--- src/gat_cfg_pkg.sv ---
// ========================================
// Core sizes and data widths
// Weight memory layout: W rows, then a
// ========================================

package gat_cfg_pkg;

  // ======== Data and graph sizes ========
  localparam int DATA_W    = 8;
  localparam int FEAT_IN   = 16;
  localparam int FEAT_OUT  = 4;
  localparam int MAX_NODES = 16;

  localparam int COL_W     = 4;
  // Covers 0 to FEAT_IN
  localparam int ROW_LEN_W = 5;
  localparam int NODE_W    = 4;

  // ======== Sparse feature memory =======
  localparam int H_DEPTH   = 64;
  localparam int H_ADDR_W  = 6;

  // ======== Weight memory ===============
  // W is row-major, one row per input feature
  localparam int W_NUM     = FEAT_IN * FEAT_OUT;
  localparam int A_NUM     = 2 * FEAT_OUT;
  localparam int A_BASE    = W_NUM;
  localparam int W_DEPTH   = A_BASE + A_NUM;
  localparam int W_ADDR_W  = 7;
  localparam int W_COL_W   = $clog2(FEAT_OUT);
  localparam int A_IDX_W   = $clog2(A_NUM);

  // ======== Arithmetic widths ===========
  localparam int WH_W      = 16;
  localparam int PROD_W    = DATA_W + WH_W;
  // Four products summed
  localparam int SCORE_W   = 26;

endpackage

--- src/gat_types_pkg.sv ---
// ========================================
// Host write words, memory entries
// and the per-node result record
// ========================================

package gat_types_pkg;

  // ======== Host write ports ============
  typedef struct packed {
    logic                                en;
    logic [gat_cfg_pkg::W_ADDR_W-1:0]    addr;
    logic signed [gat_cfg_pkg::DATA_W-1:0] data;
  } wgt_wr_t;

  // One nonzero of H
  typedef struct packed {
    logic signed [gat_cfg_pkg::DATA_W-1:0] value;
    logic [gat_cfg_pkg::COL_W-1:0]         col;
  } h_entry_t;

  typedef struct packed {
    logic                             en;
    logic [gat_cfg_pkg::H_ADDR_W-1:0] addr;
    h_entry_t                         entry;
  } h_wr_t;

  typedef struct packed {
    logic [gat_cfg_pkg::ROW_LEN_W-1:0] row_len;
    logic                              last;
  } node_info_t;

  typedef struct packed {
    logic                           en;
    logic [gat_cfg_pkg::NODE_W-1:0] addr;
    node_info_t                     info;
  } info_wr_t;

  // ======== Compute results =============
  typedef logic [gat_cfg_pkg::FEAT_OUT-1:0][gat_cfg_pkg::WH_W-1:0] wh_vec_t;

  typedef struct packed {
    logic [gat_cfg_pkg::NODE_W-1:0]         node;
    wh_vec_t                                wh;
    logic signed [gat_cfg_pkg::SCORE_W-1:0] e_src;
    logic signed [gat_cfg_pkg::SCORE_W-1:0] e_dst;
    logic                                   last;
  } node_res_t;

endpackage

--- src/gat_feat_mem.sv ---
// ========================================
// H data and node-info memories
// Host write ports, registered core reads
// ========================================

`timescale 1ns/1ps

module gat_feat_mem (
  input  logic                              clk,
  input  gat_types_pkg::h_wr_t              h_wr_i,
  input  gat_types_pkg::info_wr_t           info_wr_i,
  input  logic [gat_cfg_pkg::H_ADDR_W-1:0]  h_raddr_i,
  input  logic [gat_cfg_pkg::NODE_W-1:0]    info_raddr_i,
  output gat_types_pkg::h_entry_t           h_rdata_o,
  output gat_types_pkg::node_info_t         info_rdata_o
);

  gat_types_pkg::h_entry_t   h_mem    [gat_cfg_pkg::H_DEPTH];
  gat_types_pkg::node_info_t info_mem [gat_cfg_pkg::MAX_NODES];

  // ======== H data ======================
  always_ff @(posedge clk) begin
    if (h_wr_i.en) begin
      h_mem[h_wr_i.addr] <= h_wr_i.entry;
    end
    h_rdata_o <= h_mem[h_raddr_i];
  end

  // ======== Node info ===================
  // One word per node, row length and last flag
  always_ff @(posedge clk) begin
    if (info_wr_i.en) begin
      info_mem[info_wr_i.addr] <= info_wr_i.info;
    end
    info_rdata_o <= info_mem[info_raddr_i];
  end

endmodule

--- config.mk ---
export PLATFORM = sky130hd
export DESIGN_NAME = gat_feat_mem
export DESIGN_NICKNAME = d
export VERILOG_FILES = /design/src/gat_cfg_pkg.sv /design/src/gat_types_pkg.sv /design/src/gat_feat_mem.sv
export SDC_FILE = /design/constraint.sdc
export NUM_CORES = 1
export LEC_CHECK = 0
export ABC_AREA = 1
export BUFFER_PORTS_ARGS = -buffer_cell sky130_fd_sc_hd__buf_2
export CELL_PAD_IN_SITES_DETAIL_PLACEMENT = 1
export CELL_PAD_IN_SITES_GLOBAL_PLACEMENT = 2
export CORE_ASPECT_RATIO = 1.4
export CORE_MARGIN = 4
export CORE_UTILIZATION = 43
export DETAILED_ROUTE_END_ITERATION = 6
export PLACE_DENSITY = 0.81
export SYNTH_ARGS = -nofsm -noshare
export SYNTH_HDL_FRONTEND = slang
export SYNTH_SLANG_ARGS = --single-unit
--- constraint.sdc ---
create_clock -name clk -period 2.5 [get_ports clk]
set_clock_uncertainty 0.2 [all_clocks]
set_input_delay 0.5 -clock clk [delete_from_list [all_inputs] [get_ports clk]]
set_output_delay 0.5 -clock clk [all_outputs]
set_load 0.02 [all_outputs]
# Word level (Yosys, flattened, before mapping)
# Memory sizes are Yosys's and may differ from the RTL's. A register that Yosys moved wholly into a read port is not among the register bits.
# Cells that the tools add are included.
dict set report totals {
  ff_bits 0
  ramBits 864
  in_bits 41
  output_inout_bits 18
  elab_cells 6
  n_memories 2
}
dict set report classes {
  muxes 4
}
# name depth width rd rd_clocked_by_memory_dff wr line_no
set memory_table {}
lappend memory_table {h_mem 64 12 1 1 1 gat_feat_mem.sv:18} ;# gat_types_pkg::h_entry_t h_mem [gat_cfg_pkg::H_DEPTH];
lappend memory_table {info_mem 16 6 1 1 1 gat_feat_mem.sv:19} ;# gat_types_pkg::node_info_t info_mem [gat_cfg_pkg::MAX_NODES];
# operator count
set op_table {}
lappend op_table {{$mux W1} 4}

# Depth between registers and ports, before layout
dict set report depth {
  ltp_word 2
  mapped_depth 12
  ltp_nobuf 9
}

# Least setup slack after synthesis
# No wires, ideal clock.
dict set report synth_timing {
  kind {input -> register}
  from {input h_wr_i[18] (netlist name)}
  to {memory h_mem[0][0] (netlist name), enable pin}
  setup_ns 0.380
  arrival_time_ns 1.574
  required_ns 1.920
  setup_slack_ns 0.346
  stages 3
  path_buffers 1
  cell_sequence {clkbuf_1 nand4_1 nor2_1}
}
dict set report synth_between {
  elab_chain_cells 2
}
# element line_no
set synth_rtl {}
lappend synth_rtl {{from (decl)} gat_feat_mem.sv:10} ;# input gat_types_pkg::h_wr_t h_wr_i,
lappend synth_rtl {{$mux W1} gat_feat_mem.sv:23} ;# if (h_wr_i.en) begin
lappend synth_rtl {{$mux W1 (implied by the code)} gat_feat_mem.sv:24} ;# h_mem[h_wr_i.addr] <= h_wr_i.entry;
lappend synth_rtl {{to (decl)} gat_feat_mem.sv:18}
# Every way passes these cells.

# Final worst setup path
dict set report layout_timing {
  from {register, netlist name h_rdata_o[6]}
  to {output h_rdata_o[6] (netlist name)}
}
# element line_no
set layout_rtl {}
lappend layout_rtl {{to (decl)} gat_feat_mem.sv:14} ;# output gat_types_pkg::h_entry_t h_rdata_o,
# No word-level cell between the ends.

==> qor.csv <==
stage,metric,value,unit
synthesis,post-synthesis cell area,35700,um2
floorplanning,standard cell core area,82100,um2
global_routing,antenna violations before repair,7,
clock_tree,number of buffers on the longest clock path,3,
synthesis,Synthesis Warnings,0,
worst_hold_path,class of the worst hold path,input port to flop,
power,power share of the sequential group,51.8,%
power,pwr/cell area,778,nW/um2
critical_path,critical path capture point type,primary output,
synthesis,Syn Inst Count,2956,
power,Leakage,14.9,nW
critical_path,CP max stage cell,sky130_fd_sc_hd__dfxtp_1,
clock_tree,buffers inserted by post-CTS timing repair,0,
clock_tree,# clock sinks,882,
route,drt total wl,104,mm
timing,Final period util,83.7,%
synthesis,post-synthesis compound-gate area fraction,1.23,%
synthesis,sequential cell area fraction in the yosys report,73.6,%
layout,Area Growth Syn to Fin,14.1,%
job,MaxCap Viol Count,0,
layout,net count of the finished layout,3128,
floorplanning,die width,252,um
power,peak supply drop,0.721,mV
critical_path,crit path buf inv count,1,
critical_path,CP required,1.80,ns
global_routing,global-route wire length before repair,157,mm
critical_path,Setup Crit Path Kind,flop to primary output,
status,result of the run,finished clean,
route,number of remaining DRC errors,0,
synthesis,simple-gate portion of the synthesized area,20.8,%
power,switching power as a share of total power,22.6,%
global_routing,GRT overflow,0,
clock_tree,number of buffers inserted by hold repair at cts,1,
critical_path,data arrival time of the critical path,1.39,ns
critical_path,max incr delay on CP,0.49,ns
power,post-route total power,31.7,mW
synthesis,per-instance average area after synthesis,12.1,um2
floorplanning,height of the chip,349,um
synthesis,mux share of post-synthesis cell area,0.560,%
clock_tree,clock latency on the worst-skew pair,0.65,ns
timing,Slew HR,43.0,%
global_routing,pin count of the biggest net entering global routing,66,
timing,TNS Setup,0,ns
synthesis,"FF+latch count, synth",882,
critical_path,cell family contributing the most delay on the critical path,flip-flops,
global_routing,overall track demand over capacity in global routing,23.6,%
layout,Final Core Density,49.7,%
critical_path,cell chain of the critical path,buf_2,
synthesis,dominant combinational cell family by area after synthesis,simple AND/OR/NAND/NOR gates,
timing,actual slew at the worst max-slew pin,0.855,ns
clock_tree,TritonCTS clock tree,done,
synthesis,xor-xnor portion of the synthesized cell area,0,%
clock_tree,total clock buffers created by CTS,85,
placed_design,Port Buffers,58,
floorplanning,count of standard-cell rows,124,
power,fraction of power consumed by combinational cells,6.7,%
layout,"most common cell after layout, fill and taps aside",sky130_fd_sc_hd__nand2_1,
timing,RSZ-0062 raised after global routing,no,
timing,count of final max-slew check failures,0,
route,remaining number of nets flagged by the antenna check after routing,0,
clock_tree,H-tree depth,3,
floorplanning,number of top-level design ports,59,
placed_design,placed wire-length estimate,64.3,mm
route,total number of vias,23600,
synthesis,cell type contributing the most total cell area after synthesis,sky130_fd_sc_hd__edfxtp_1,
placed_design,global placer's final weighted congestion,0.842,
synthesis,fraction of synthesized cell area taken by the top area cell type,72.6,%
clock_tree,# resized after CTS,0,
clock_tree,root buffer cell,sky130_fd_sc_hd__clkbuf_16,
timing,number of endpoints with negative hold slack in the final report,0,
synthesis,"post-synthesis share of cell area spent on full adders, half adders and majority gates",0,%
layout,post-route cell area,40800,um2
synthesis,distinct cell type count of the synthesized netlist,20,
power,internal power contribution,24.5,mW
timing,timing-limited maximum frequency,478,MHz
route,First DRT Iteration DRCs,1754,
floorplanning,area enclosed by the die boundary,87800,um2
power,reported net switching power,7.18,mW
route,routed wirelength normalized by instance count,24.7,um
clock_tree,clock transition time at the flip-flop clock pins of the worst setup and hold paths,0.06,ns
layout,layout filler cell count,8419,
timing,final setup vio count,0,
placed_design,Post-DP Area,37900,um2
critical_path,biggest fanout along the worst timing path,1,
timing,crit path time final,2.09,ns
layout,"commonest cells after routing, fill and taps aside","sky130_fd_sc_hd__nand2_1 (989), sky130_fd_sc_hd__edfxtp_1 (864), sky130_fd_sc_hd__nand3_1 (671)",
floorplanning,Starting Density,43.5,%
route,post-detailed-route via-to-cell ratio,5.58,
synthesis,Area contributors post-synth,"sky130_fd_sc_hd__edfxtp_1 (73%), sky130_fd_sc_hd__nand2_1 (10%), sky130_fd_sc_hd__nand3_1 (9.4%)",
critical_path,CP Launch Type,flop,
layout,share of layout cells above drive strength 1,11.4,%
synthesis,net count after synthesis,2997,
route,Pre-antenna DRT Iters,5,
global_routing,number of global-route vias before repair,25500,
power,clock network fraction of total power,41.5,%
==> kinds of logic after synthesis <==
| family | after synthesis |
|---|---|
| compound gates | 76 |
| flops | 882 |
| mux | 20 |
| simple gates | 1750 |
| buf+inv | 228 |
==> tightest hold or removal path: stages <==
cell,delay [ns]
sky130_fd_sc_hd__buf_2,0.15
sky130_fd_sc_hd__nand3_1,0.10
sky130_fd_sc_hd__nand2_1,0.07
==> synth_stat cells, drive strengths merged <==
cell type,n
mux2i,20
nor2,80
edfxtp,864
nor3,2
o21ai,28
dfxtp,18
inv,46
nand2,989
o211ai,24
nand4,8
a21oi,24
nand3,671
clkbuf,23
buf,159
==> state kept, by name, summed over array words and instances, names as in the netlist <==
name	cells
info_rdata_o	6
h_rdata_o	12
info_mem	96
h_mem	768
==> power by group through the flow <==
stage	Clock, mW	Sequential (mW)	Combinational, mW
6_report	13.2	16.4	2.12
3_5_place_dp	0	16.8	2.14
4_1_cts	13.4	16.4	2.15
2_1_floorplan	0	16.8	1.09
3_3_place_gp	0	16.8	2.07
5_1_grt	14.0	16.4	2.31
==> area by class of cell <==
type / instances / area (um2) / area share [%]
Clock inverter: 54 / 564 / 1.38
Antenna cell: 3 / 7.51 / 0.0184
Inverter: 46 / 191 / 0.469
Clock buffer: 101 / 2250 / 5.52
Sequential cell: 882 / 26300 / 64.5
Multi-Input combinational cell: 1846 / 8070 / 19.8
Timing Repair Buffer: 226 / 2050 / 5.02
Tap cell: 1071 / 1340 / 3.29
==> layer usage <==
metal  track usage, %  share of wire, %  vias up
li1                 -                 -    10700
met1             27.9                38    12100
met2             43.0                53      588
met3             3.37               4.7      196
met4             10.3               4.4        4
met5                0             0.030        -
==> stage by stage <==
step,hold slack (ns),instances,setup WS (ns)
after floorplan,0.359,2956,0.346
after global placement,0.419,4070,-0.0703
after detailed placement,0.427,4070,-0.114
after CTS,0.00488,4226,0.364
after global routing,0.0385,4226,0.345
final,0.0539,4229,0.408
==> worst paths after layout <==
kind	from	endpoint	slack [ns]	depth (start not counted)
max	h_rdata_o[6]	h_rdata_o[6]	0.41	1
min	info_raddr_i[3]	info_rdata_o[2]	0.05	3
max reg2reg	h_mem[35][9]	h_rdata_o[9]	0.71	8
min reg2reg	info_mem[0][0]	info_rdata_o[0]	0.43	4
Note: power is estimated with default switching activity, not from simulation.
