[config.mk]
export PLATFORM = sky130hd
export DESIGN_NAME = gat_dmvm
export DESIGN_NICKNAME = d
export VERILOG_FILES = /design/src/gat_cfg_pkg.sv /design/src/gat_types_pkg.sv /design/src/gat_dmvm.sv
export SDC_FILE = /design/constraint.sdc
export NUM_CORES = 2
export LEC_CHECK = 0
export ABC_AREA = 0
export BUFFER_PORTS_ARGS = -buffer_cell sky130_fd_sc_hd__buf_2
export CAP_MARGIN = 10
export CORE_UTILIZATION = 65
export CTS_BUF_LIST = sky130_fd_sc_hd__clkbuf_8
export CTS_CLUSTER_DIAMETER = 50
export DETAILED_ROUTE_END_ITERATION = 6
export PLACE_DENSITY = 0.84
export SETUP_SLACK_MARGIN = 0.15
export SYNTH_ARGS = -nofsm -noshare
export SYNTH_HDL_FRONTEND = slang
export SYNTH_SLANG_ARGS = --single-unit
[constraint.sdc]
create_clock -name clk -period 21.6 [get_ports clk]
set_input_delay 2.16 -clock clk [delete_from_list [all_inputs] [get_ports clk]]
set_output_delay 2.16 -clock clk [all_outputs]
set_load 0.02 [all_outputs]
[src/gat_cfg_pkg.sv]
// ========================================
// Core sizes and data widths
// Weight memory layout: W rows, then a
// ========================================

package gat_cfg_pkg;

  // ======== Data and graph sizes ========
  localparam int DATA_W    = 8;
  localparam int FEAT_IN   = 16;
  localparam int FEAT_OUT  = 4;
  localparam int MAX_NODES = 16;

  localparam int COL_W     = 4;
  // Covers 0 to FEAT_IN
  localparam int ROW_LEN_W = 5;
  localparam int NODE_W    = 4;

  // ======== Sparse feature memory =======
  localparam int H_DEPTH   = 64;
  localparam int H_ADDR_W  = 6;

  // ======== Weight memory ===============
  // W is row-major, one row per input feature
  localparam int W_NUM     = FEAT_IN * FEAT_OUT;
  localparam int A_NUM     = 2 * FEAT_OUT;
  localparam int A_BASE    = W_NUM;
  localparam int W_DEPTH   = A_BASE + A_NUM;
  localparam int W_ADDR_W  = 7;
  localparam int W_COL_W   = $clog2(FEAT_OUT);
  localparam int A_IDX_W   = $clog2(A_NUM);

  // ======== Arithmetic widths ===========
  localparam int WH_W      = 16;
  localparam int PROD_W    = DATA_W + WH_W;
  // Four products summed
  localparam int SCORE_W   = 26;

endpackage

[src/gat_types_pkg.sv]
// ========================================
// Host write words, memory entries
// and the per-node result record
// ========================================

package gat_types_pkg;

  // ======== Host write ports ============
  typedef struct packed {
    logic                                en;
    logic [gat_cfg_pkg::W_ADDR_W-1:0]    addr;
    logic signed [gat_cfg_pkg::DATA_W-1:0] data;
  } wgt_wr_t;

  // One nonzero of H
  typedef struct packed {
    logic signed [gat_cfg_pkg::DATA_W-1:0] value;
    logic [gat_cfg_pkg::COL_W-1:0]         col;
  } h_entry_t;

  typedef struct packed {
    logic                             en;
    logic [gat_cfg_pkg::H_ADDR_W-1:0] addr;
    h_entry_t                         entry;
  } h_wr_t;

  typedef struct packed {
    logic [gat_cfg_pkg::ROW_LEN_W-1:0] row_len;
    logic                              last;
  } node_info_t;

  typedef struct packed {
    logic                           en;
    logic [gat_cfg_pkg::NODE_W-1:0] addr;
    node_info_t                     info;
  } info_wr_t;

  // ======== Compute results =============
  typedef logic [gat_cfg_pkg::FEAT_OUT-1:0][gat_cfg_pkg::WH_W-1:0] wh_vec_t;

  typedef struct packed {
    logic [gat_cfg_pkg::NODE_W-1:0]         node;
    wh_vec_t                                wh;
    logic signed [gat_cfg_pkg::SCORE_W-1:0] e_src;
    logic signed [gat_cfg_pkg::SCORE_W-1:0] e_dst;
    logic                                   last;
  } node_res_t;

endpackage

[src/gat_dmvm.sv]
// ========================================
// Attention half-scores, two stages
// Products, then e_src and e_dst sums
// ========================================

`timescale 1ns/1ps

module gat_dmvm (
  input  logic                             clk,
  input  logic                             rst_n,
  input  gat_types_pkg::node_res_t         in_i,
  input  logic                             in_valid_i,
  output logic                             in_ready_o,
  input  logic [gat_cfg_pkg::A_NUM-1:0][gat_cfg_pkg::DATA_W-1:0] a_vec_i,
  output gat_types_pkg::node_res_t         res_o,
  output logic                             res_valid_o,
  input  logic                             res_ready_i,
  output logic                             done_o
);

  gat_types_pkg::node_res_t              s1_item_q;
  logic signed [gat_cfg_pkg::PROD_W-1:0] s1_prod_q [gat_cfg_pkg::A_NUM];
  logic                                  s1_vld_q;
  logic                                  s2_vld_q;
  logic                                  s1_free;
  logic                                  s2_free;
  logic signed [gat_cfg_pkg::SCORE_W-1:0] src_sum;
  logic signed [gat_cfg_pkg::SCORE_W-1:0] dst_sum;

  // A stage takes new data when empty or draining
  assign s2_free     = !s2_vld_q || res_ready_i;
  assign s1_free     = !s1_vld_q || s2_free;
  assign in_ready_o  = s1_free;
  assign res_valid_o = s2_vld_q;

  always_ff @(posedge clk or negedge rst_n) begin
    if (!rst_n) begin
      s1_vld_q <= 1'b0;
      s2_vld_q <= 1'b0;
      done_o   <= 1'b0;
    end else begin
      if (s1_free) begin
        s1_vld_q <= in_valid_i;
      end
      if (s2_free) begin
        s2_vld_q <= s1_vld_q;
      end
      if (res_valid_o && res_ready_i && res_o.last) begin
        done_o <= 1'b1;
      end
    end
  end

  // ======== Stage 1 products ============
  // First half of a meets WH for e_src, second half for e_dst
  always_ff @(posedge clk) begin
    if (s1_free && in_valid_i) begin
      s1_item_q <= in_i;
      for (int k = 0; k < gat_cfg_pkg::FEAT_OUT; k++) begin
        s1_prod_q[k] <= $signed(a_vec_i[k]) * $signed(in_i.wh[k]);
        s1_prod_q[gat_cfg_pkg::FEAT_OUT + k] <=
          $signed(a_vec_i[gat_cfg_pkg::FEAT_OUT + k]) * $signed(in_i.wh[k]);
      end
    end
  end

  // ======== Stage 2 sums ================
  always_comb begin
    src_sum = '0;
    dst_sum = '0;
    for (int k = 0; k < gat_cfg_pkg::FEAT_OUT; k++) begin
      src_sum = src_sum + s1_prod_q[k];
      dst_sum = dst_sum + s1_prod_q[gat_cfg_pkg::FEAT_OUT + k];
    end
  end

  always_ff @(posedge clk) begin
    if (s2_free && s1_vld_q) begin
      res_o       <= s1_item_q;
      res_o.e_src <= src_sum;
      res_o.e_dst <= dst_sum;
    end
  end

  a_res_stable: assert property (
    @(posedge clk) disable iff (!rst_n)
    (res_valid_o && !res_ready_i) |=> (res_valid_o && $stable(res_o))
  );

endmodule

Yosys cells after proc, flatten, opt, wreduce, memory -nomap -nowiden. Memory sizes are Yosys's and may differ from the RTL's. Cells that the tools add are included.

Register bits after elaboration: 193. Memory bits (writable): 192. Bits of input ports: 189. Output and inout bits: 124. Word-level logic and storage cells: 42. Memories kept: 1.

Add/sub/neg operators: 6. Multipliers: 8. Multiplexer cells: 2. Reductions and logical operators: 8.

Memories: s1_prod_q (depth 8, bits a word 24, rd ports 8, clocked after memory_dff 0, wr ports 8, RTL line gat_dmvm.sv:22) `logic signed [gat_cfg_pkg::PROD_W-1:0] s1_prod_q [gat_cfg_pkg::A_NUM];`.

Operators by type and width (number): $mul A8 B16 Y24 (8); $add A25 B24 Y26 (2); $add A26 B24 Y26 (2); $add A24 B24 Y25 (2); $logic_and A1 B1 Y1 (4); $logic_not A1 Y1 (2); $logic_or A1 B1 Y1 (2); $mux W1 (2).

Logic depth before layout (Yosys ltp).
Depth after elaboration: 6. Depth in mapped cells: 18. Mapped depth without buffers: 17.

Least setup slack after synthesis. Ideal clock, no wire load.

Kind: input to register. Start: input port res_ready_i. End: register s1_item_q[0] (netlist name), enable pin. Setup time: 654 ps. Data arrival time: 8382 ps. Required time: 20946 ps. Slack: 12564 ps. Stages: 2. Cell sequence: nand3b_1 and2_1.

Cells in the longest elaborated chain, start to end: 3.

Ends and longest elaborated chain: start, declared (RTL line gat_dmvm.sv:17) `input logic res_ready_i,`; $logic_or A1 B1 Y1 (RTL line gat_dmvm.sv:31) `assign s2_free = !s2_vld_q || res_ready_i;`; $logic_or A1 B1 Y1 (RTL line gat_dmvm.sv:32) `assign s1_free = !s1_vld_q || s2_free;`; $logic_and A1 B1 Y1 (RTL line gat_dmvm.sv:57) `if (s1_free && in_valid_i) begin`; end signal, assigned (RTL line gat_dmvm.sv:58) `s1_item_q <= in_i;`; end, declared (RTL line gat_dmvm.sv:21) `gat_types_pkg::node_res_t s1_item_q;`.

Every way passes these cells. A chain may end at the register's enable or synchronous reset.

==> flow_metrics.py <==
metrics = {
    "placed_design": {
        "placed_cell_area_um2": 54600,
        "dp_hpwl_um": 95200,
        "globalplace.congestion": 0.923,
        "numPortBuffers": 260,
    },
    "timing": {
        "fin_crit_sh_pct": 32.1,
        "min_period_ns": 6.93,
        "grt_setup_unrepaired": "false",
        "setup_viol": 0,
        "fmax_mhz": 144,
        "tightest_slew_ns": 1.09,
        "final_max_slew_viol_count": 0,
        "relSlewSlack_pct": 26.5,
        "skew_ns": 0.0429,
        "finalSetupTns_ns": 0,
        "hold_viol": 0,
    },
    "floorplanning": {
        "die_area_um2": 81900,
        "row_count": 103,
        "num_io_pins": 313,
        "initial_core_util_pct": 66.1,
        "core_region_area_um2": 79400,
        "die_x_um": 286,
        "die_y_um": 286,
    },
    "clock_tree": {
        "cts_root_buffer": "clkbuf_8",
        "clk_latency_ns": 0.68,
        "tritoncts": "yes",
        "numCtsBuffers": 75,
        "clk_path_buf_depth": 3,
        "postCtsSetupBuffers": 0,
        "path_clk_slew_ns": 0.06,
        "cts_sinks": 385,
        "ctsResizeCount": 0,
        "h-tree-depth": 3,
        "ctsHoldBuffers": 0,
    },
    "finish": {
        "final_cell_mix": "inv_1, fa_1, and2_1, ha_1, edfxtp_1",
        "fin_nets": 6797,
        "drive_gt1_share_pct": 7.52,
        "areaGrowthSynthToFinish_pct": 7.21,
        "fillers": 5648,
        "layout_commonest_cell": "inv_1",
        "final_area_um2": 56200,
    },
    "global_route": {
        "antenna_found_initial": 7,
        "grt_start_max_net_pins": 158,
        "grt_pass1_vias": 38712,
        "gr-usage-all-layers_pct": 30.8,
        "grt_pass1_wl_um": 198000,
        "grt-ovfl-total": 0,
    },
    "drt": {
        "dr_wl_met2_um": 59300,
        "wl_per_cell_um": 18.8,
        "dr.pass1.iters": 6,
        "routed.top_layer": "met4",
        "wirelength_um": 120000,
        "drtIter0Drc": 3022,
        "via_per_inst": 5.67,
        "wl_met1_um": 47000,
        "vias": 36217,
        "drcViolationCount": 0,
        "route.met3.wl_um": 8560,
        "antenna_left": 0,
    },
    "hold_path": {
        "holdCritPathClass": "flip-flop to flip-flop",
        "hold_depth": 0,
    },
    "synth": {
        "yosysUniqueCellTypes": 72,
        "ys_seq_elements": 385,
        "syn_area_um2": 52500,
        "postSynthCellCount": 5073,
        "synth_edf_count": 382,
        "syn_avg_cell_area_um2": 10.3,
        "synth_fp_nets": 6594,
        "synth-seq-area-share_pct": 22.0,
        "ys.flop_type": "edfxtp_1",
        "synth-async-reset-ratio_pct": 0.779,
        "ys.warnings.count": 0,
    },
    "critical_path": {
        "worstPathCellList": "buf_2 > inv_1 > nor2_1 > fa_1 > fa_1 > fa_1 > inv_1 > fa_1 > inv_1 > ha_1 > nor2_1 > or3_1 > nor4b_1 > nor2_1 > o31a_1 > nor2b_1 > xnor2_1",
        "crit_slowest_cell": "fa_1",
        "path_depth": 17,
        "path_class": "input port to flip-flop",
        "crit_path_end_kind": "flip-flop",
        "path_max_fanout": 15,
        "arrival_ns": 7.30,
        "crit_top_cell": "fa_1",
        "cp.required_ns": 21.96,
        "reg2regPathDepth": 12,
        "max_stage_delay_ns": 0.53,
        "startpoint_type": "input port",
        "cpLargestDelayFamily": "adder cells",
        "path_buf_inv": 4,
    },
    "run": {
        "max-cap-violations": 0,
    },
    "run_status": {
        "outcome": "completed",
    },
}
cells in the mapped netlist (31+ instances only):
library cell | number | area, µm²
inv_1 | 1099 | 4130
fa_1 | 922 | 18500
and2_1 | 716 | 4480
ha_1 | 410 | 5130
edfxtp_1 | 382 | 11500
nand2_1 | 264 | 991
nor2_1 | 225 | 845
xnor2_1 | 179 | 1570
a21oi_1 | 141 | 706
clkbuf_1 | 129 | 484
o21ai_0 | 87 | 435
a21o_1 | 49 | 368
nand2b_1 | 45 | 282
nor3_1 | 43 | 215
o21a_1 | 35 | 263
xor2_1 | 31 | 272
per-stage QoR:
step	hold WS, ns	util, %	std cells	setup slack, ns
3_3_place_gp	0.401	68.8	6249	14.14
6_report	0.411	70.8	6392	14.67
4_1_cts	0.398	70.8	6385	14.77
5_1_grt	0.415	70.8	6390	14.38
2_1_floorplan	0.400	-	5073	12.56
3_5_place_dp	0.405	68.8	6249	14.10
final cells by class:
class	instances	area [µm²]	area share (%)
Antenna cell	7	17.5	0.0311
Clock buffer	77	1060	1.88
Clock inverter	59	563	1.00
Inverter	1099	4130	7.33
Multi-Input combinational cell	3452	36300	64.5
Sequential cell	385	11500	20.5
Tap cell	1050	1310	2.34
Timing Repair Buffer	263	1340	2.38
layer usage:
metal  global-route usage (%)  up-vias
met5                        0        -
met4                     13.2        0
met3                     4.52      295
met2                     51.6     1329
met1                     40.4    18421
li1                         -    16172
final timing paths:
path,start,end,slack (ns)
min,s1_item_q[64],res_o[64],0.41
min reg2reg,s1_item_q[64],res_o[64],0.41
max in group asynchronous,rst_n,done_o,20.22
max reg2reg,s1_prod_q[0][97],res_o[24],17.44
max,a_vec_i[39],s1_prod_q[0][117],14.67
min in group asynchronous,rst_n,s1_vld_q,1.27
registers in the layout, indices dropped and copies added, names as in the netlist:
register / count
res_o: 121
s1_item_q: 69
s1_vld_q: 1
done_o: 1
s1_prod_q: 192
res_valid_o: 1
worst reg2reg max path, delay by kind of cell (launching register included):
family	cells	cell delay, ns
AO/OA/AOI/OAI	3	0.75
XOR/XNOR	1	0.39
AND/OR/NAND/NOR	3	0.50
flip-flops	1	0.51
adder cells (fa/ha/maj)	4	1.67
buffers and inverters	1	0.08
kinds of logic after synthesis:
group | count (synthesis) | synth area share (%)
and+or+nand+nor | 1421 | 14.6
adders and majority gates | 1332 | 45.0
buffers and inverters | 1236 | 8.84
AOI/OAI and AO/OA | 488 | 6.08
DFF | 385 | 22.0
xor gates and xnor gates | 210 | 3.51
muxes | 1 | 0.0191
Power is left out: the tool's default activity adds up to more than one toggle a clock period on the data nets, which glitch-free logic cannot reach.
