<file path="src/gat_cfg_pkg.sv">
// ========================================
// Core sizes and data widths
// Weight memory layout: W rows, then a
// ========================================

package gat_cfg_pkg;

  // ======== Data and graph sizes ========
  localparam int DATA_W    = 8;
  localparam int FEAT_IN   = 16;
  localparam int FEAT_OUT  = 4;
  localparam int MAX_NODES = 16;

  localparam int COL_W     = 4;
  // Covers 0 to FEAT_IN
  localparam int ROW_LEN_W = 5;
  localparam int NODE_W    = 4;

  // ======== Sparse feature memory =======
  localparam int H_DEPTH   = 64;
  localparam int H_ADDR_W  = 6;

  // ======== Weight memory ===============
  // W is row-major, one row per input feature
  localparam int W_NUM     = FEAT_IN * FEAT_OUT;
  localparam int A_NUM     = 2 * FEAT_OUT;
  localparam int A_BASE    = W_NUM;
  localparam int W_DEPTH   = A_BASE + A_NUM;
  localparam int W_ADDR_W  = 7;
  localparam int W_COL_W   = $clog2(FEAT_OUT);
  localparam int A_IDX_W   = $clog2(A_NUM);

  // ======== Arithmetic widths ===========
  localparam int WH_W      = 16;
  localparam int PROD_W    = DATA_W + WH_W;
  // Four products summed
  localparam int SCORE_W   = 26;

endpackage

</file>
<file path="src/gat_types_pkg.sv">
// ========================================
// Host write words, memory entries
// and the per-node result record
// ========================================

package gat_types_pkg;

  // ======== Host write ports ============
  typedef struct packed {
    logic                                en;
    logic [gat_cfg_pkg::W_ADDR_W-1:0]    addr;
    logic signed [gat_cfg_pkg::DATA_W-1:0] data;
  } wgt_wr_t;

  // One nonzero of H
  typedef struct packed {
    logic signed [gat_cfg_pkg::DATA_W-1:0] value;
    logic [gat_cfg_pkg::COL_W-1:0]         col;
  } h_entry_t;

  typedef struct packed {
    logic                             en;
    logic [gat_cfg_pkg::H_ADDR_W-1:0] addr;
    h_entry_t                         entry;
  } h_wr_t;

  typedef struct packed {
    logic [gat_cfg_pkg::ROW_LEN_W-1:0] row_len;
    logic                              last;
  } node_info_t;

  typedef struct packed {
    logic                           en;
    logic [gat_cfg_pkg::NODE_W-1:0] addr;
    node_info_t                     info;
  } info_wr_t;

  // ======== Compute results =============
  typedef logic [gat_cfg_pkg::FEAT_OUT-1:0][gat_cfg_pkg::WH_W-1:0] wh_vec_t;

  typedef struct packed {
    logic [gat_cfg_pkg::NODE_W-1:0]         node;
    wh_vec_t                                wh;
    logic signed [gat_cfg_pkg::SCORE_W-1:0] e_src;
    logic signed [gat_cfg_pkg::SCORE_W-1:0] e_dst;
    logic                                   last;
  } node_res_t;

endpackage

</file>
<file path="src/gat_weight_sched.sv">
// ========================================
// Weight memory with host write port
// One sweep after load-done fills W and a
// ========================================

`timescale 1ns/1ps

module gat_weight_sched (
  input  logic                     clk,
  input  logic                     rst_n,
  input  gat_types_pkg::wgt_wr_t   wgt_wr_i,
  input  logic                     wgt_done_i,
  output logic                     sched_rdy_o,
  output logic [gat_cfg_pkg::FEAT_IN-1:0][gat_cfg_pkg::FEAT_OUT-1:0]
               [gat_cfg_pkg::DATA_W-1:0] w_mat_o,
  output logic [gat_cfg_pkg::A_NUM-1:0][gat_cfg_pkg::DATA_W-1:0] a_vec_o
);

  logic [gat_cfg_pkg::DATA_W-1:0]   wmem [gat_cfg_pkg::W_DEPTH];
  logic [gat_cfg_pkg::DATA_W-1:0]   rdata_q;
  logic [gat_cfg_pkg::W_ADDR_W-1:0] rd_cnt_q;
  logic [gat_cfg_pkg::W_ADDR_W-1:0] rd_addr_q;
  logic                             sweep_q;
  logic                             swept_q;
  logic                             rd_vld_q;

  // ======== Memory ======================
  always_ff @(posedge clk) begin
    if (wgt_wr_i.en) begin
      wmem[wgt_wr_i.addr] <= wgt_wr_i.data;
    end
    if (sweep_q) begin
      rdata_q <= wmem[rd_cnt_q];
    end
  end

  // ======== Sweep control ===============
  always_ff @(posedge clk or negedge rst_n) begin
    if (!rst_n) begin
      sweep_q     <= 1'b0;
      swept_q     <= 1'b0;
      rd_cnt_q    <= '0;
      rd_vld_q    <= 1'b0;
      rd_addr_q   <= '0;
      sched_rdy_o <= 1'b0;
    end else begin
      rd_vld_q  <= sweep_q;
      rd_addr_q <= rd_cnt_q;
      if (!sweep_q && !swept_q && wgt_done_i) begin
        sweep_q  <= 1'b1;
        rd_cnt_q <= '0;
      end else if (sweep_q) begin
        if (rd_cnt_q == gat_cfg_pkg::W_ADDR_W'(gat_cfg_pkg::W_DEPTH - 1)) begin
          sweep_q <= 1'b0;
          swept_q <= 1'b1;
        end else begin
          rd_cnt_q <= rd_cnt_q + 1'b1;
        end
      end
      // Last word lands on this edge
      if (rd_vld_q && rd_addr_q == gat_cfg_pkg::W_ADDR_W'(gat_cfg_pkg::W_DEPTH - 1)) begin
        sched_rdy_o <= 1'b1;
      end
    end
  end

  // Deposit by address
  always_ff @(posedge clk) begin
    if (rd_vld_q) begin
      if (rd_addr_q < gat_cfg_pkg::W_ADDR_W'(gat_cfg_pkg::A_BASE)) begin
        w_mat_o[rd_addr_q[gat_cfg_pkg::W_COL_W +: gat_cfg_pkg::COL_W]]
               [rd_addr_q[gat_cfg_pkg::W_COL_W-1:0]] <= rdata_q;
      end else begin
        a_vec_o[rd_addr_q[gat_cfg_pkg::A_IDX_W-1:0]] <= rdata_q;
      end
    end
  end

  // Host must be finished loading before the sweep reads
  a_no_wr_in_sweep: assert property (
    @(posedge clk) disable iff (!rst_n) sweep_q |-> !wgt_wr_i.en
  );

endmodule
</file>
<file path="config.mk">
export PLATFORM = sky130hd
export DESIGN_NAME = gat_weight_sched
export DESIGN_NICKNAME = d
export VERILOG_FILES = /design/src/gat_cfg_pkg.sv /design/src/gat_types_pkg.sv /design/src/gat_weight_sched.sv
export SDC_FILE = /design/constraint.sdc
export NUM_CORES = 1
export LEC_CHECK = 0
export ABC_AREA = 1
export BUFFER_PORTS_ARGS = -buffer_cell sky130_fd_sc_hd__buf_2
export CORE_ASPECT_RATIO = 0.5
export CORE_UTILIZATION = 30
export CTS_BUF_LIST = sky130_fd_sc_hd__clkbuf_4 sky130_fd_sc_hd__clkbuf_8
export CTS_CLUSTER_SIZE = 28
export DETAILED_ROUTE_END_ITERATION = 10
export HOLD_SLACK_MARGIN = 0.12
export PLACE_DENSITY_LB_ADDON = 0.08
export SETUP_SLACK_MARGIN = 0.05
export SYNTH_ARGS = -nofsm -noshare
export SYNTH_HDL_FRONTEND = slang
export SYNTH_SLANG_ARGS = --single-unit
</file>
<file path="constraint.sdc">
create_clock -name clk -period 2.6 [get_ports clk]
set_input_delay 0.13 -clock clk [delete_from_list [all_inputs] [get_ports clk]]
set_output_delay 0.13 -clock clk [all_outputs]
set_load 0.1 [all_outputs]
</file>
# Yosys cells after proc, flatten, opt, wreduce, memory -nomap -nowiden
# Memory sizes are Yosys's and may differ from the RTL's. A register that Yosys moved wholly into a read port is not among the register bits.
# Index checks and enable logic that the tools add are counted.
totals:
  out_inout_bits: 577
  ff_bits: 594
  memories: 1
  in_bits: 19
  ramBits: 576
  word_cells: 121
op_classes:
  n_reduce_logical: 13
  bitwise_logic: 2
  n_eq_ne: 3
  n_mux: 16
  addsub: 1
  order_cmp: 7
mem_list:
  columns: ["name", "words", "width", "rd", "rd_clocked_by_memory_dff", "write_ports", "line_no", "source"]
  rows:
  - ["wmem", 72, 8, 1, 1, 1, "gat_weight_sched.sv:19", "logic [gat_cfg_pkg::DATA_W-1:0] wmem [gat_cfg_pkg::W_DEPTH];"]
ops:
  columns: ["cell", "count"]
  rows:
  - ["bitwise mux 512 bit", 1]
  - ["demux 32 bit (select 4 bit)", 1]
  - ["bitwise mux 64 bit", 1]
  - ["two-way mux 32 bit", 1]
  - ["demux 8 bit (select 3 bit)", 1]
  - ["two-way mux 7 bit", 3]
  - ["demux 8 bit (select 2 bit)", 1]
  - ["two-way mux 8 bit", 2]
  - ["== test 7 bit, second input constant", 2]
  - ["adder 7 x 1 -> 7 bit, second input constant", 1]
  - ["less-than comparator 7 bit, second input constant", 1]
  - ["logical AND 1 bit", 6]
  - ["AND reduction 2 bit", 3]
  - ["less-than comparator 4 x 5 -> 1 bit, second input constant", 1]
  - ["two-way mux 1 bit", 5]
  - [">= comparator 4 x 1 -> 1 bit, second input constant", 1]
  - ["less-than comparator 3 x 4 -> 1 bit, second input constant", 1]
  - [">= comparator 3 x 1 -> 1 bit, second input constant", 1]
  - ["less-than comparator 2 x 3 -> 1 bit, second input constant", 1]
  - ["AND reduction 3 bit", 1]
  - [">= comparator 2 x 1 -> 1 bit, second input constant", 1]
  - ["logical NOT 1 bit", 2]
  - ["!= test 2 bit, second input constant", 1]
  - ["NOT 1 bit", 2]
  - ["nonzero test 2 bit", 1]

# Logic depth before layout (Yosys ltp)
depth:
  depth_word: 7
  depth_mapped: 15
  mapped_depth_nobuf: 13

# Least setup slack after synthesis
# Ideal clock, no wire load.
synth_timing:
  path_type: "input to register"
  startpoint: "input wgt_wr_i[15] (netlist name)"
  endpoint: "memory wmem[24][0] (netlist name) (enable)"
  path_stages: 3
  n_path_buf: 1
  arrival_ps: 1483
  setup_time_ps: 395
  required_ps: 2205
  path_slack_ps: 723
  cell_sequence: "clkbuf_1 nand3_1 nor4_1"
synth_between:
  elab_chain_len: 2
synth_rtl:
  columns: ["item", "line_no", "source"]
  rows:
  - ["start, declared", "gat_weight_sched.sv:11", "input gat_types_pkg::wgt_wr_t wgt_wr_i,"]
  - ["two-way mux 1 bit", "gat_weight_sched.sv:29", "if (wgt_wr_i.en) begin"]
  - ["two-way mux 1 bit (implied by the code)", "gat_weight_sched.sv:30", "wmem[wgt_wr_i.addr] <= wgt_wr_i.data;"]
  - ["end, declared", "gat_weight_sched.sv:19", null]
# No other way between the ends.

==> flow_metrics.tcl <==
set metrics [dict create \
    outcome "finished, final reports clean" \
    syn_nets 3090 \
    grt_pass1_vias 27000 \
    synthArstFlopShare_pct 1.53 \
    grt_pass1_wl_um 199000 \
    synth_warnings 0 \
    final_area_um2 54000 \
    cts_tree "built" \
    clock_latency_ns 0.90 \
    multi_input_area_um2 6260 \
    n_fill_cell 13800 \
    fin_nets 4010 \
    setup_ws_ns 0.159 \
    synth.most_common_cell "edfxtp_1" \
    die_w_um 539 \
    via_per_inst 4.49 \
    drc 0 \
    power_w 0.0366 \
    grt_overflow 0 \
    syn_inst 3070 \
    cts_made_buffers 176 \
    seqPwrFrac_pct 56.6 \
    synth_area_leader_cell "edfxtp_1" \
    min_to "rd_cnt_q[6]" \
    reg2regPathDepth 14 \
    vias 27000 \
    startpoint "rd_cnt_q[0]" \
    p_switching_w 0.00790 \
    setup_violations 0 \
    swShare_pct 21.6 \
    skew_ns 0.0436 \
    grt_max_degree 113 \
    rows 97 \
    maxCapViolations 0 \
    portBuffers 595 \
    synth_top_area_share_pct 80.7 \
    dp_slack_ns -0.0433 \
    crit_type "flop to flop" \
    die_h_um 270 \
    gp_congestion 0.782 \
    tightest_slew_ns 1.10 \
    p_int_w 0.0287 \
    max_stage_delay_ns 0.53 \
    path_clk_slew_ns 0.06 \
    timing.slew.headroom_pct 26.6 \
    synthDistinctLibCells 25 \
    cpMaxStageDelayCell "dfrtp_4" \
    first_pass_iters 5 \
    synthTopCellsByArea "edfxtp_1 (81%), nand2_1 (6.9%), nor2_1 (3.0%)" \
    synth_seq_area_share_pct 81.7 \
    drive_above_1_share_pct 27.6 \
    drt_iter0_markers 1833 \
    cp-start-kind "flop" \
    clockBufferDepth 3 \
    place_area_um2 50100 \
    hold_depth 5 \
    ant_nets 0 \
    utilization_pct 38.2 \
    critPathCaptureType "flop" \
    power_density_nw_per_um2 679 \
    syn_to_final_growth_pct 25.0 \
    post-route-period-util_pct 93.9 \
    dp_hpwl_um 88600 \
    rrSetupSlack_ns 0.16 \
    h-tree-depth 4 \
    path_cells "buf_4 -> buf_16 -> nand2_1 -> nand3_1 -> nand2_1 -> nand2_1 -> nand2_1 -> nor2_1 -> buf_4 -> nand2_1 -> nand3_1 -> nand2_1 -> nand2_1 -> nand2_1" \
    worstPathRequired_ns 3.22 \
    crit_top_cell "nand2_1" \
    ir_drop_v 0.000453 \
    synth_area_um2 43200 \
    hold_start "wgt_done_i" \
    min_period_ns 2.44 \
    wire_per_inst_um 23.2 \
    num_io_pins 596 \
    initial_core_util_pct 30.5 \
    seq_area_um2 35300 \
    leakage_nw 20.9 \
    antenna_found_initial 5 \
    ys_seq_elements 1178 \
    clkSinkCount 1178 \
    drv_slew 0 \
    core_um2 141000 \
    regToRegEndpoint "rdata_q[5]" \
    track_usage_pct 18.9 \
    crit_arrival_ns 3.06 \
    regToRegStartpoint "rd_cnt_q[0]" \
    hold_viol_final 0 \
    yosys_most_used_dff "edfxtp_1" \
    combinationalPowerShare_pct 1.1 \
    p_clk_share_pct 42.2 \
    synth_edf_count 1160 \
    routed_wl_um 139000 \
    cp_max_fo 56 \
    fmax_ghz 0.410 \
    clock-root-buffer "clkbuf_8" \
    min_path_type "input port to flop" \
    rsz0062_at_grt "true" \
    avgSynthCellArea_um2 14.1 \
    yosys-top-cells-count "edfxtp_1 (1160), nand2_1 (792), nor2_1 (346), inv_1 (258), nand3_1 (171)" \
    die_area_um2 146000 \
]
cell usage in the layout (no fill, tap or decap), types with 34 or more instances in the layout:
cell type and instances:
buf_4 202, buf_2 595, a21oi_1 46, nand3_1 171, edfxtp_1 1160, clkbuf_4 79
nor2_1 337, clkbuf_8 178, clkinv_1 36, inv_1 258, o21ai_0 83, nand2_1 792
buf_12 34
worst max path at each step:
stage,end,slack (ns),cells after the start
2_1_floorplan,wmem[24][0],0.72,3
3_3_place_gp,rdata_q[0],-0.02,13
3_5_place_dp,rdata_q[0],-0.04,13
4_1_cts,rdata_q[1],0.08,13
5_1_grt,rdata_q[5],-0.02,14
6_report,rdata_q[5],0.16,14
metrics by stage:
| step | instances | hold WS [ns] | setup TNS, ns |
|---|---|---|---|
| 6_report | 6014 | 0.347 | 0 |
| 5_1_grt | 6014 | 0.327 | -0.0260 |
| 4_1_cts | 6009 | 0.266 | 0 |
| 3_5_place_dp | 5667 | 0.148 | -0.0433 |
| 3_3_place_gp | 5667 | 0.149 | -0.0162 |
| 2_1_floorplan | 3070 | -0.166 | 0 |
final cells by class:
type	count	area share [%]
timing repair buffer	861	10.3
sequential	1178	65.4
tap	1881	4.36
clock inverter	62	0.853
inverter	264	1.88
multi-input combinational	1509	11.6
clock buffer	257	5.64
antenna	2	0.00927
layer usage:
layer | vias to the layer above | global-route usage, % | wire [um]
met1 | 13600 | 24.8 | 61500
li1 | 12500 | - | -
met4 | 6 | 6.07 | 3700
met2 | 740 | 31.6 | 67500
met3 | 221 | 3.56 | 6600
met5 | - | 0 | 38
logic make-up (layout without fill, tap and decap cells):
group,count (synthesis),in the layout,share of synthesized area (%)
adder cells (fa/ha/maj),1,1,0.0290
flip-flops,1178,1178,81.7
AND/OR/NAND/NOR,1327,1327,12.1
other,0,2,0
AO/OA/AOI/OAI,181,181,2.26
buffers and inverters,383,1444,3.87
repair_timing:
action,CTS,global route
endpoints found under the setup margin,4,11
hold buffers,23,0
cloned,0,1
gates resized for setup,2,17
hold endpoints to repair,1023,0
pin swaps,0,1
buffers inserted,0,2
power by group through the flow:
stage | Clock (W) | Combinational, W | Sequential (W)
2_1_floorplan | 0 | 0.0000545 | 0.0212
3_3_place_gp | 0 | 0.000402 | 0.0211
3_5_place_dp | 0 | 0.000401 | 0.0211
4_1_cts | 0.0160 | 0.000429 | 0.0207
5_1_grt | 0.0168 | 0.000447 | 0.0207
6_report | 0.0155 | 0.000411 | 0.0207
flip-flops by register name, indices dropped and copies added, names as in the netlist:
register	flops
a_vec_o	64
rd_addr_q	7
rd_cnt_q	7
rd_vld_q	1
rdata_q	8
sched_rdy_o	1
sweep_q	1
swept_q	1
w_mat_o	512
wmem	576
critical path: cells and delay by family (launching register included):
family / cells / cell delay [ns]
and+or+nand+nor: 11 / 1.04
buffers and inverters: 3 / 0.57
DFF: 1 / 0.53
Power figures use the tool's default switching activity.
