<file path="config.mk">
export PLATFORM = sky130hd
export DESIGN_NAME = gat_spmm
export DESIGN_NICKNAME = d
export VERILOG_FILES = /design/src/gat_cfg_pkg.sv /design/src/gat_types_pkg.sv /design/src/gat_spmm.sv
export SDC_FILE = /design/constraint.sdc
export NUM_CORES = 1
export LEC_CHECK = 0
export CAP_MARGIN = 20
export CORE_AREA = 2 2 261 263
export CTS_CLUSTER_DIAMETER = 200
export CTS_CLUSTER_SIZE = 8
export DETAILED_ROUTE_END_ITERATION = 8
export DIE_AREA = 0 0 263 265
export DONT_BUFFER_PORTS = 1
export HOLD_SLACK_MARGIN = 0.1
export PLACE_DENSITY = 0.43
export SYNTH_ARGS = -nofsm -noshare
export SYNTH_HDL_FRONTEND = slang
export SYNTH_SLANG_ARGS = --single-unit
</file>
<file path="constraint.sdc">
create_clock -name clk -period 9.1 [get_ports clk]
set_input_delay 0 -clock clk [delete_from_list [all_inputs] [get_ports clk]]
set_output_delay 0 -clock clk [all_outputs]
set_load 0.03 [all_outputs]
</file>
<file path="src/gat_cfg_pkg.sv">
// ========================================
// Core sizes and data widths
// Weight memory layout: W rows, then a
// ========================================

package gat_cfg_pkg;

  // ======== Data and graph sizes ========
  localparam int DATA_W    = 8;
  localparam int FEAT_IN   = 16;
  localparam int FEAT_OUT  = 4;
  localparam int MAX_NODES = 16;

  localparam int COL_W     = 4;
  // Covers 0 to FEAT_IN
  localparam int ROW_LEN_W = 5;
  localparam int NODE_W    = 4;

  // ======== Sparse feature memory =======
  localparam int H_DEPTH   = 64;
  localparam int H_ADDR_W  = 6;

  // ======== Weight memory ===============
  // W is row-major, one row per input feature
  localparam int W_NUM     = FEAT_IN * FEAT_OUT;
  localparam int A_NUM     = 2 * FEAT_OUT;
  localparam int A_BASE    = W_NUM;
  localparam int W_DEPTH   = A_BASE + A_NUM;
  localparam int W_ADDR_W  = 7;
  localparam int W_COL_W   = $clog2(FEAT_OUT);
  localparam int A_IDX_W   = $clog2(A_NUM);

  // ======== Arithmetic widths ===========
  localparam int WH_W      = 16;
  localparam int PROD_W    = DATA_W + WH_W;
  // Four products summed
  localparam int SCORE_W   = 26;

endpackage

</file>
<file path="src/gat_types_pkg.sv">
// ========================================
// Host write words, memory entries
// and the per-node result record
// ========================================

package gat_types_pkg;

  // ======== Host write ports ============
  typedef struct packed {
    logic                                en;
    logic [gat_cfg_pkg::W_ADDR_W-1:0]    addr;
    logic signed [gat_cfg_pkg::DATA_W-1:0] data;
  } wgt_wr_t;

  // One nonzero of H
  typedef struct packed {
    logic signed [gat_cfg_pkg::DATA_W-1:0] value;
    logic [gat_cfg_pkg::COL_W-1:0]         col;
  } h_entry_t;

  typedef struct packed {
    logic                             en;
    logic [gat_cfg_pkg::H_ADDR_W-1:0] addr;
    h_entry_t                         entry;
  } h_wr_t;

  typedef struct packed {
    logic [gat_cfg_pkg::ROW_LEN_W-1:0] row_len;
    logic                              last;
  } node_info_t;

  typedef struct packed {
    logic                           en;
    logic [gat_cfg_pkg::NODE_W-1:0] addr;
    node_info_t                     info;
  } info_wr_t;

  // ======== Compute results =============
  typedef logic [gat_cfg_pkg::FEAT_OUT-1:0][gat_cfg_pkg::WH_W-1:0] wh_vec_t;

  typedef struct packed {
    logic [gat_cfg_pkg::NODE_W-1:0]         node;
    wh_vec_t                                wh;
    logic signed [gat_cfg_pkg::SCORE_W-1:0] e_src;
    logic signed [gat_cfg_pkg::SCORE_W-1:0] e_dst;
    logic                                   last;
  } node_res_t;

endpackage

</file>
<file path="src/gat_spmm.sv">
// ========================================
// Sparse row times dense W
// Produces one WH vector per node
// ========================================

`timescale 1ns/1ps

module gat_spmm (
  input  logic                             clk,
  input  logic                             rst_n,
  input  logic                             start_i,
  input  logic [gat_cfg_pkg::FEAT_IN-1:0][gat_cfg_pkg::FEAT_OUT-1:0]
               [gat_cfg_pkg::DATA_W-1:0]   w_mat_i,
  output logic [gat_cfg_pkg::H_ADDR_W-1:0] h_raddr_o,
  output logic [gat_cfg_pkg::NODE_W-1:0]   info_raddr_o,
  input  gat_types_pkg::h_entry_t          h_rdata_i,
  input  gat_types_pkg::node_info_t        info_rdata_i,
  output gat_types_pkg::node_res_t         out_o,
  output logic                             out_valid_o,
  input  logic                             out_ready_i
);

  typedef enum logic [1:0] {
    ST_IDLE,
    ST_INFO,
    ST_ENTRIES,
    ST_HOLD
  } state_e;

  state_e                             state_q;
  // One spare bit so an overrun is visible
  logic [gat_cfg_pkg::H_ADDR_W:0]     h_ptr_q;
  logic [gat_cfg_pkg::ROW_LEN_W-1:0]  rem_q;
  logic [gat_cfg_pkg::NODE_W-1:0]     node_q;
  logic                               last_q;
  logic                               finished_q;
  logic                               issue;
  gat_types_pkg::wh_vec_t             acc_q;
  logic signed [gat_cfg_pkg::WH_W-1:0] prod [gat_cfg_pkg::FEAT_OUT];

  assign info_raddr_o = node_q;
  assign h_raddr_o    = h_ptr_q[gat_cfg_pkg::H_ADDR_W-1:0];

  // Entry reads run one cycle ahead of the accumulate
  assign issue = (state_q == ST_INFO && info_rdata_i.row_len != '0) ||
                 (state_q == ST_ENTRIES && rem_q > gat_cfg_pkg::ROW_LEN_W'(1));

  // ======== Control FSM =================
  always_ff @(posedge clk or negedge rst_n) begin
    if (!rst_n) begin
      state_q    <= ST_IDLE;
      h_ptr_q    <= '0;
      rem_q      <= '0;
      node_q     <= '0;
      last_q     <= 1'b0;
      finished_q <= 1'b0;
    end else begin
      if (issue) begin
        h_ptr_q <= h_ptr_q + 1'b1;
      end
      case (state_q)
        ST_IDLE: begin
          if (start_i && !finished_q) begin
            state_q <= ST_INFO;
          end
        end
        ST_INFO: begin
          rem_q   <= info_rdata_i.row_len;
          last_q  <= info_rdata_i.last;
          state_q <= (info_rdata_i.row_len == '0) ? ST_HOLD : ST_ENTRIES;
        end
        ST_ENTRIES: begin
          rem_q <= rem_q - 1'b1;
          if (rem_q == gat_cfg_pkg::ROW_LEN_W'(1)) begin
            state_q <= ST_HOLD;
          end
        end
        default: begin
          if (out_ready_i) begin
            state_q <= ST_IDLE;
            if (last_q) begin
              finished_q <= 1'b1;
            end else begin
              node_q <= node_q + 1'b1;
            end
          end
        end
      endcase
    end
  end

  // ======== Accumulate ==================
  always_comb begin
    for (int k = 0; k < gat_cfg_pkg::FEAT_OUT; k++) begin
      prod[k] = $signed(h_rdata_i.value) * $signed(w_mat_i[h_rdata_i.col][k]);
    end
  end

  always_ff @(posedge clk) begin
    if (state_q == ST_INFO) begin
      acc_q <= '0;
    end else if (state_q == ST_ENTRIES) begin
      for (int k = 0; k < gat_cfg_pkg::FEAT_OUT; k++) begin
        acc_q[k] <= $signed(acc_q[k]) + prod[k];
      end
    end
  end

  // Scores are filled in downstream
  assign out_valid_o = (state_q == ST_HOLD);
  always_comb begin
    out_o      = '0;
    out_o.node = node_q;
    out_o.wh   = acc_q;
    out_o.last = last_q;
  end

  // Packed rows of all nodes must fit the H memory
  a_ptr_in_range: assert property (
    @(posedge clk) disable iff (!rst_n)
    issue |-> h_ptr_q <= (gat_cfg_pkg::H_ADDR_W + 1)'(gat_cfg_pkg::H_DEPTH - 1)
  );

endmodule

</file>
Word-level counts from Yosys, hierarchy flattened
Cells that the tools add are included.
{"block": "op_classes", "mux": 8, "multipliers": 4, "reduce_logical": 14, "n_addsub": 7, "n_bitwise": 2, "n_eq_ne": 6, "magnitude_cmp": 2}
{"operator": "$bmux W32 S4", "count": 1}
{"operator": "$add A16 B16 Y16", "count": 4}
{"operator": "$mul A8 B8 Y16", "count": 4}
{"operator": "$mux W32", "count": 1}
{"operator": "$pmux W5 S2", "count": 1}
{"operator": "$reduce_and A3 Y1", "count": 3}
{"operator": "$add A7 B1 Y7 const B", "count": 1}
{"operator": "$mux W2", "count": 3}
{"operator": "$pmux W2 S3", "count": 1}
{"operator": "$eq A5 B1 Y1 const B", "count": 1}
{"operator": "$gt A5 B1 Y1 const B", "count": 1}
{"operator": "$logic_not A5 Y1", "count": 1}
{"operator": "$lt A4 B5 Y1 const B", "count": 1}
{"operator": "$reduce_bool A5 Y1", "count": 1}
{"operator": "$sub A5 B1 Y5 const B", "count": 1}
{"operator": "$add A4 B1 Y4 const B", "count": 1}
{"operator": "$eq A2 B2 Y1 const B", "count": 2}
{"operator": "$reduce_bool A4 Y1", "count": 1}
{"operator": "$logic_and A1 B1 Y1", "count": 3}
{"operator": "$reduce_or A3 Y1", "count": 1}
{"operator": "$eq A2 B1 Y1 const B", "count": 1}
{"operator": "$logic_not A2 Y1", "count": 1}
{"operator": "$ne A2 B1 Y1 const B", "count": 1}
{"operator": "$ne A2 B2 Y1 const B", "count": 1}
{"operator": "5 further kinds", "count": 6}
{"block": "word_totals", "input_bits": 534, "register_bits": 84}

Depth between registers and ports, before layout
{"block": "depth", "word_depth": 4, "depth_mapped": 24}

Least setup slack after synthesis
Ideal clock, no wire load.
{"block": "synth_timing", "kind": "input port to flip-flop", "start": "input port h_rdata_i[1] (netlist bit)", "end": "register acc_q (netlist bit out_o[65])", "setup_slack_ns": 3.266, "arrival_time_ns": 5.716, "stages": 18, "path_cell_list": "clkbuf_1 -> buf_1 -> mux4_2 -> mux4_2 -> and2_1 -> inv_2 -> fa_1 -> inv_1 -> fa_1 -> fa_1 -> fa_1 -> fa_1 -> ha_1 -> a21o_1 -> a211oi_1 -> nor3b_1 -> or3_1 -> a32o_1"}
{"block": "synth_between", "elab_chain_cells": 4}
{"element": "from (decl)", "line_no": "gat_spmm.sv:16", "text": "input gat_types_pkg::h_entry_t h_rdata_i,"}
{"element": "$bmux W32 S4", "line_no": "gat_spmm.sv:95", "text": "prod[k] = $signed(h_rdata_i.value) * $signed(w_mat_i[h_rdata_i.col][k]);"}
{"element": "$mux W32"}
{"element": "$mul A8 B8 Y16", "line_no": "gat_spmm.sv:95"}
{"element": "$add A16 B16 Y16", "line_no": "gat_spmm.sv:104", "text": "acc_q[k] <= $signed(acc_q[k]) + prod[k];"}
{"element": "to (signal, indexed assignment)", "line_no": "gat_spmm.sv:104"}
{"element": "to (decl)", "line_no": "gat_spmm.sv:38", "text": "gat_types_pkg::wh_vec_t acc_q;"}
No other way between the ends. The select of a mux whose other input is x is not followed.
A chain may end at the register's enable or synchronous reset.

Worst setup path in the final report
{"block": "layout_timing", "start": "input port h_rdata_i[0] (netlist bit)", "end": "register acc_q (netlist bit out_o[68])"}
The elaborated chain is that of the path after synthesis.

==> summary.md <==
| Metric | Value |
|---|---|
| GP Congestion | `1.10` |
| Worst Tran Pin Value | `1.08 ns` |
| Tcrit/Tclk final | `between 60 and 70%` |
| R2r worst-path depth | `16` |
| Status | `finished, final reports clean` |
| Core area | `approximately 67000 µm²` |
| DRC viols | `0` |
| Hold Path Sink | `out_o[103]` |
| Max H-tree Level | `3` |
| Cell row count | `95` |
| Yosys warns | `0` |
| Post-Synthesis Cells | `1781` |
| Crit path from | `h_rdata_i[0]` |
| Largest net degree at the start of global routing | `roughly 130` |
| Simple-gate share of the synthesized area | `10.5%` |
| FILL cells | `6997` |
| Post-layout util | `30.0%` |
| Max Slew Vio Count | `0` |
| DPL Wire Length | `76.5 mm` |
| WL/cell | `33.3 µm` |
| Worst-path clk slew | `~0.080 ns` |
| Clk_lat worst skew | `0.38 ns` |
| Power Dens Cells | `514 nW/µm²` |
| Most frequent cells in the layout | `inv_1 (292), fa_1 (284), mux4_2 (156)` |
| Flops & latches, synth | `83` |
| Leakage | `about 0.009 µW` |
| Hold Startpoint | `h_rdata_i[4]` |
| CP required | `9.37 ns` |
| VDD IR max | `a little over 0.3 mV` |
| TritonRoute pass-1 iters | `7` |
| Clk sink count | `83` |
| Hold Path Cell Cnt | `5` |
| Max-cap violations | `0` |
| Post-synthesis mux area share | `20.9%` |
| Port bufs | `0` |
| Max clock buf depth | `2` |
| Most common cell after layout, fill and taps aside | `inv_1` |
| GRT Util Overall | `25.3%` |
| P&R area growth vs syn | `5.56%` |
| Share of post-route cells with drive strength above 1 | `about an eighth` |
| Power Total | `10300 µW` |
| Post-synth EDFFs | `0` |
| First-pass GRT wire length | `120 mm` |
| Slew HR | `28.1%` |
| I/O pin count | `between 600 and 700` |
| Setup TNS | `0 ns` |
| Maximum clock frequency | `roughly 0.18 GHz` |
| Via/cell ratio | `around 5.3` |
| Distinct cells, synth | `58` |
| Starting DRT DRC Count | `1152` |
| Crit path max fanout | `~130` |
| Worst-path cell chain | `mux4_2 > mux4_2 > and2_1 > inv_2 > fa_1 > inv_1 > fa_1 > fa_1 > fa_1 > fa_1 > ha_1 > a21oi_1 > o21ai_0 > o22ai_1 > o221ai_1 > xnor2_1 > a211oi_1` |
| Synth Area in Compound Gates | `5.37%` |
| Arrival @ worst endpoint | `5.83 ns` |
| DR vias | `13953` |
| Die span in x | `263 µm` |
| Clk root buf | `clkbuf_16` |
| Vias in the first global route | `14046` |
| Async S/R FF share, synth | `22.9%` |
| Slowest CP cell | `mux4_2` |
| CP max stage delay | `roughly 0.65 ns` |
| R2R setup slack | `approximately 4 ns` |
| Reg-to-reg critical path startpoint | `out_o[107]` |
| Setup crit end kind | `flip-flop` |
| Die Y | `265 µm` |
| Final net count | `2692` |
| Sequential share of the synthesized area | `9.24%` |
| Worst slack, placed | `around 3.2 ns` |
| CTS tree | `built` |
| CP startpoint kind | `input port` |
| WL final | `about 88 mm` |
| Post-synthesis adder-cell area fraction | `approximately two fifths` |
| Initial core utilization | `28.5%` |
| RSZ-0062 raised after global routing | `no` |
| Main flop type after synthesis | `dfxtp_1` |
| Combinational family with the most area after synthesis | `adder cells` |
| Routed Antenna Nets | `0` |
| Reg-to-Reg End | `out_o[116]` |
| Syn avg cell area | `10.7 µm²` |
| WS Path Type | `input port to flip-flop` |
| Most used cell, CP | `fa_1` |
| Final Setup Violations | `0` |
| Final hold violation count | `0` |
| Hold Crit Class | `input port to flip-flop` |
| DIE AREA | `between 60000 and 70000 µm²` |
| TritonCTS Buffers | `9` |
| Tmin final | `about 5.6 ns` |
| Mapped Area | `19000 µm²` |
| Clock Skew | `0.0137 ns` |
| Setup ws final | `~3.5 ns` |
| Initial antenna violation count | `142` |
| Synth Area in XOR/XNOR | `under 10%` |
| Total gr overflow | `0` |
## final cells by class
class,count,area (µm²),share of cell area (%)
Sequential cell,83,1760,8.75
Tap cell,873,1090,5.44
Multi-Input combinational cell,1313,15500,77.5
Timing Repair Buffer,13,123,0.611
Inverter,298,1120,5.57
Clock buffer,9,225,1.12
Clock inverter,7,76.3,0.380
Antenna cell,53,133,0.661
## worst max-delay path: cells and delay by family
family | cells | cell delay, ns
adders and majority gates | 6 | 2.62
muxes | 2 | 1.25
AOI/OAI and AO/OA | 5 | 1.13
and+or+nand+nor | 1 | 0.41
buffers and inverters | 2 | 0.21
xor gates and xnor gates | 1 | 0.16
## how the worst max path moves through the flow
| stage | end | slack [ns] | cells past startpoint |
|---|---|---|---|
| after floorplan | out_o[65] | 3.27 | 18 |
| after global placement | out_o[65] | 3.24 | 16 |
| after detailed placement | out_o[65] | 3.16 | 16 |
| final | out_o[68] | 3.54 | 17 |
| after CTS | out_o[65] | 3.58 | 16 |
| after global routing | out_o[68] | 3.28 | 17 |
## where the power goes
| part | internal [µW] | leakage [µW] | switching, µW |
|---|---|---|---|
| registers | 548 | 0.000760 | 531 |
| clock network | 196 | 0.000149 | 207 |
| logic | 4030 | 0.00807 | 4800 |
| total | 4770 | 0.00898 | 5540 |
## per-stage QoR
| step | cell area, µm² | hold slack [ns] | cells |
|---|---|---|---|
| 2_1_floorplan | 19200 | -0.296 | 1832 |
| 6_report | 20100 | 0.181 | 2649 |
| 4_1_cts | 19900 | 0.157 | 2596 |
| 3_3_place_gp | 19500 | -0.295 | 2570 |
| 3_5_place_dp | 19500 | -0.295 | 2570 |
| 5_1_grt | 20000 | 0.209 | 2607 |
## what timing repair did
item | in CTS | in global routing
hold endpoints to repair | 37 | 0
hold buffers | 10 | 0
gates resized for setup | 0 | 0
buffers inserted | 0 | 0
## cells by family after synthesis
group           count (synthesis)
buf+inv                       436
fa+ha+maj                     440
compound gates                145
flops                          83
simple gates                  395
other cells                     1
xor+xnor                       79
mux                           202
## sequential cells by signal, summed over array words and instances (netlist names)
| signal | count |
|---|---|
| rem_q | 5 |
| h_ptr_q | 6 |
| last_q | 1 |
| state_q | 2 |
| out_o | 64 |
| info_raddr_o | 4 |
| finished_q | 1 |
## cell usage after synthesis, types with 20 or more instances
| library cell | instances | share of area (%) |
|---|---|---|
| clkbuf_1 | 52 | 1.0 |
| and2_1 | 141 | 4.6 |
| dfxtp_1 | 64 | 6.7 |
| fa_1 | 284 | 30 |
| buf_4 | 60 | 2.4 |
| nor2_1 | 83 | 1.6 |
| a21oi_1 | 20 | 0.53 |
| nand2_1 | 111 | 2.2 |
| mux2i_1 | 39 | 2.1 |
| o21ai_0 | 21 | 0.55 |
| inv_1 | 292 | 5.8 |
| mux4_2 | 156 | 18 |
| xnor2_1 | 69 | 3.2 |
| ha_1 | 156 | 10 |
## per-layer routing
layer / global-route usage (%) / up-vias / share of wire [%]
li1: - / 5781 / -
met1: 31.6 / 7170 / 39
met4: 5.88 / 88 / 2.0
met5: 0 / - / 0.61
met3: 13.0 / 210 / 13
met2: 38.9 / 704 / 45
No activity file was read; power rests on OpenSTA's default activity.
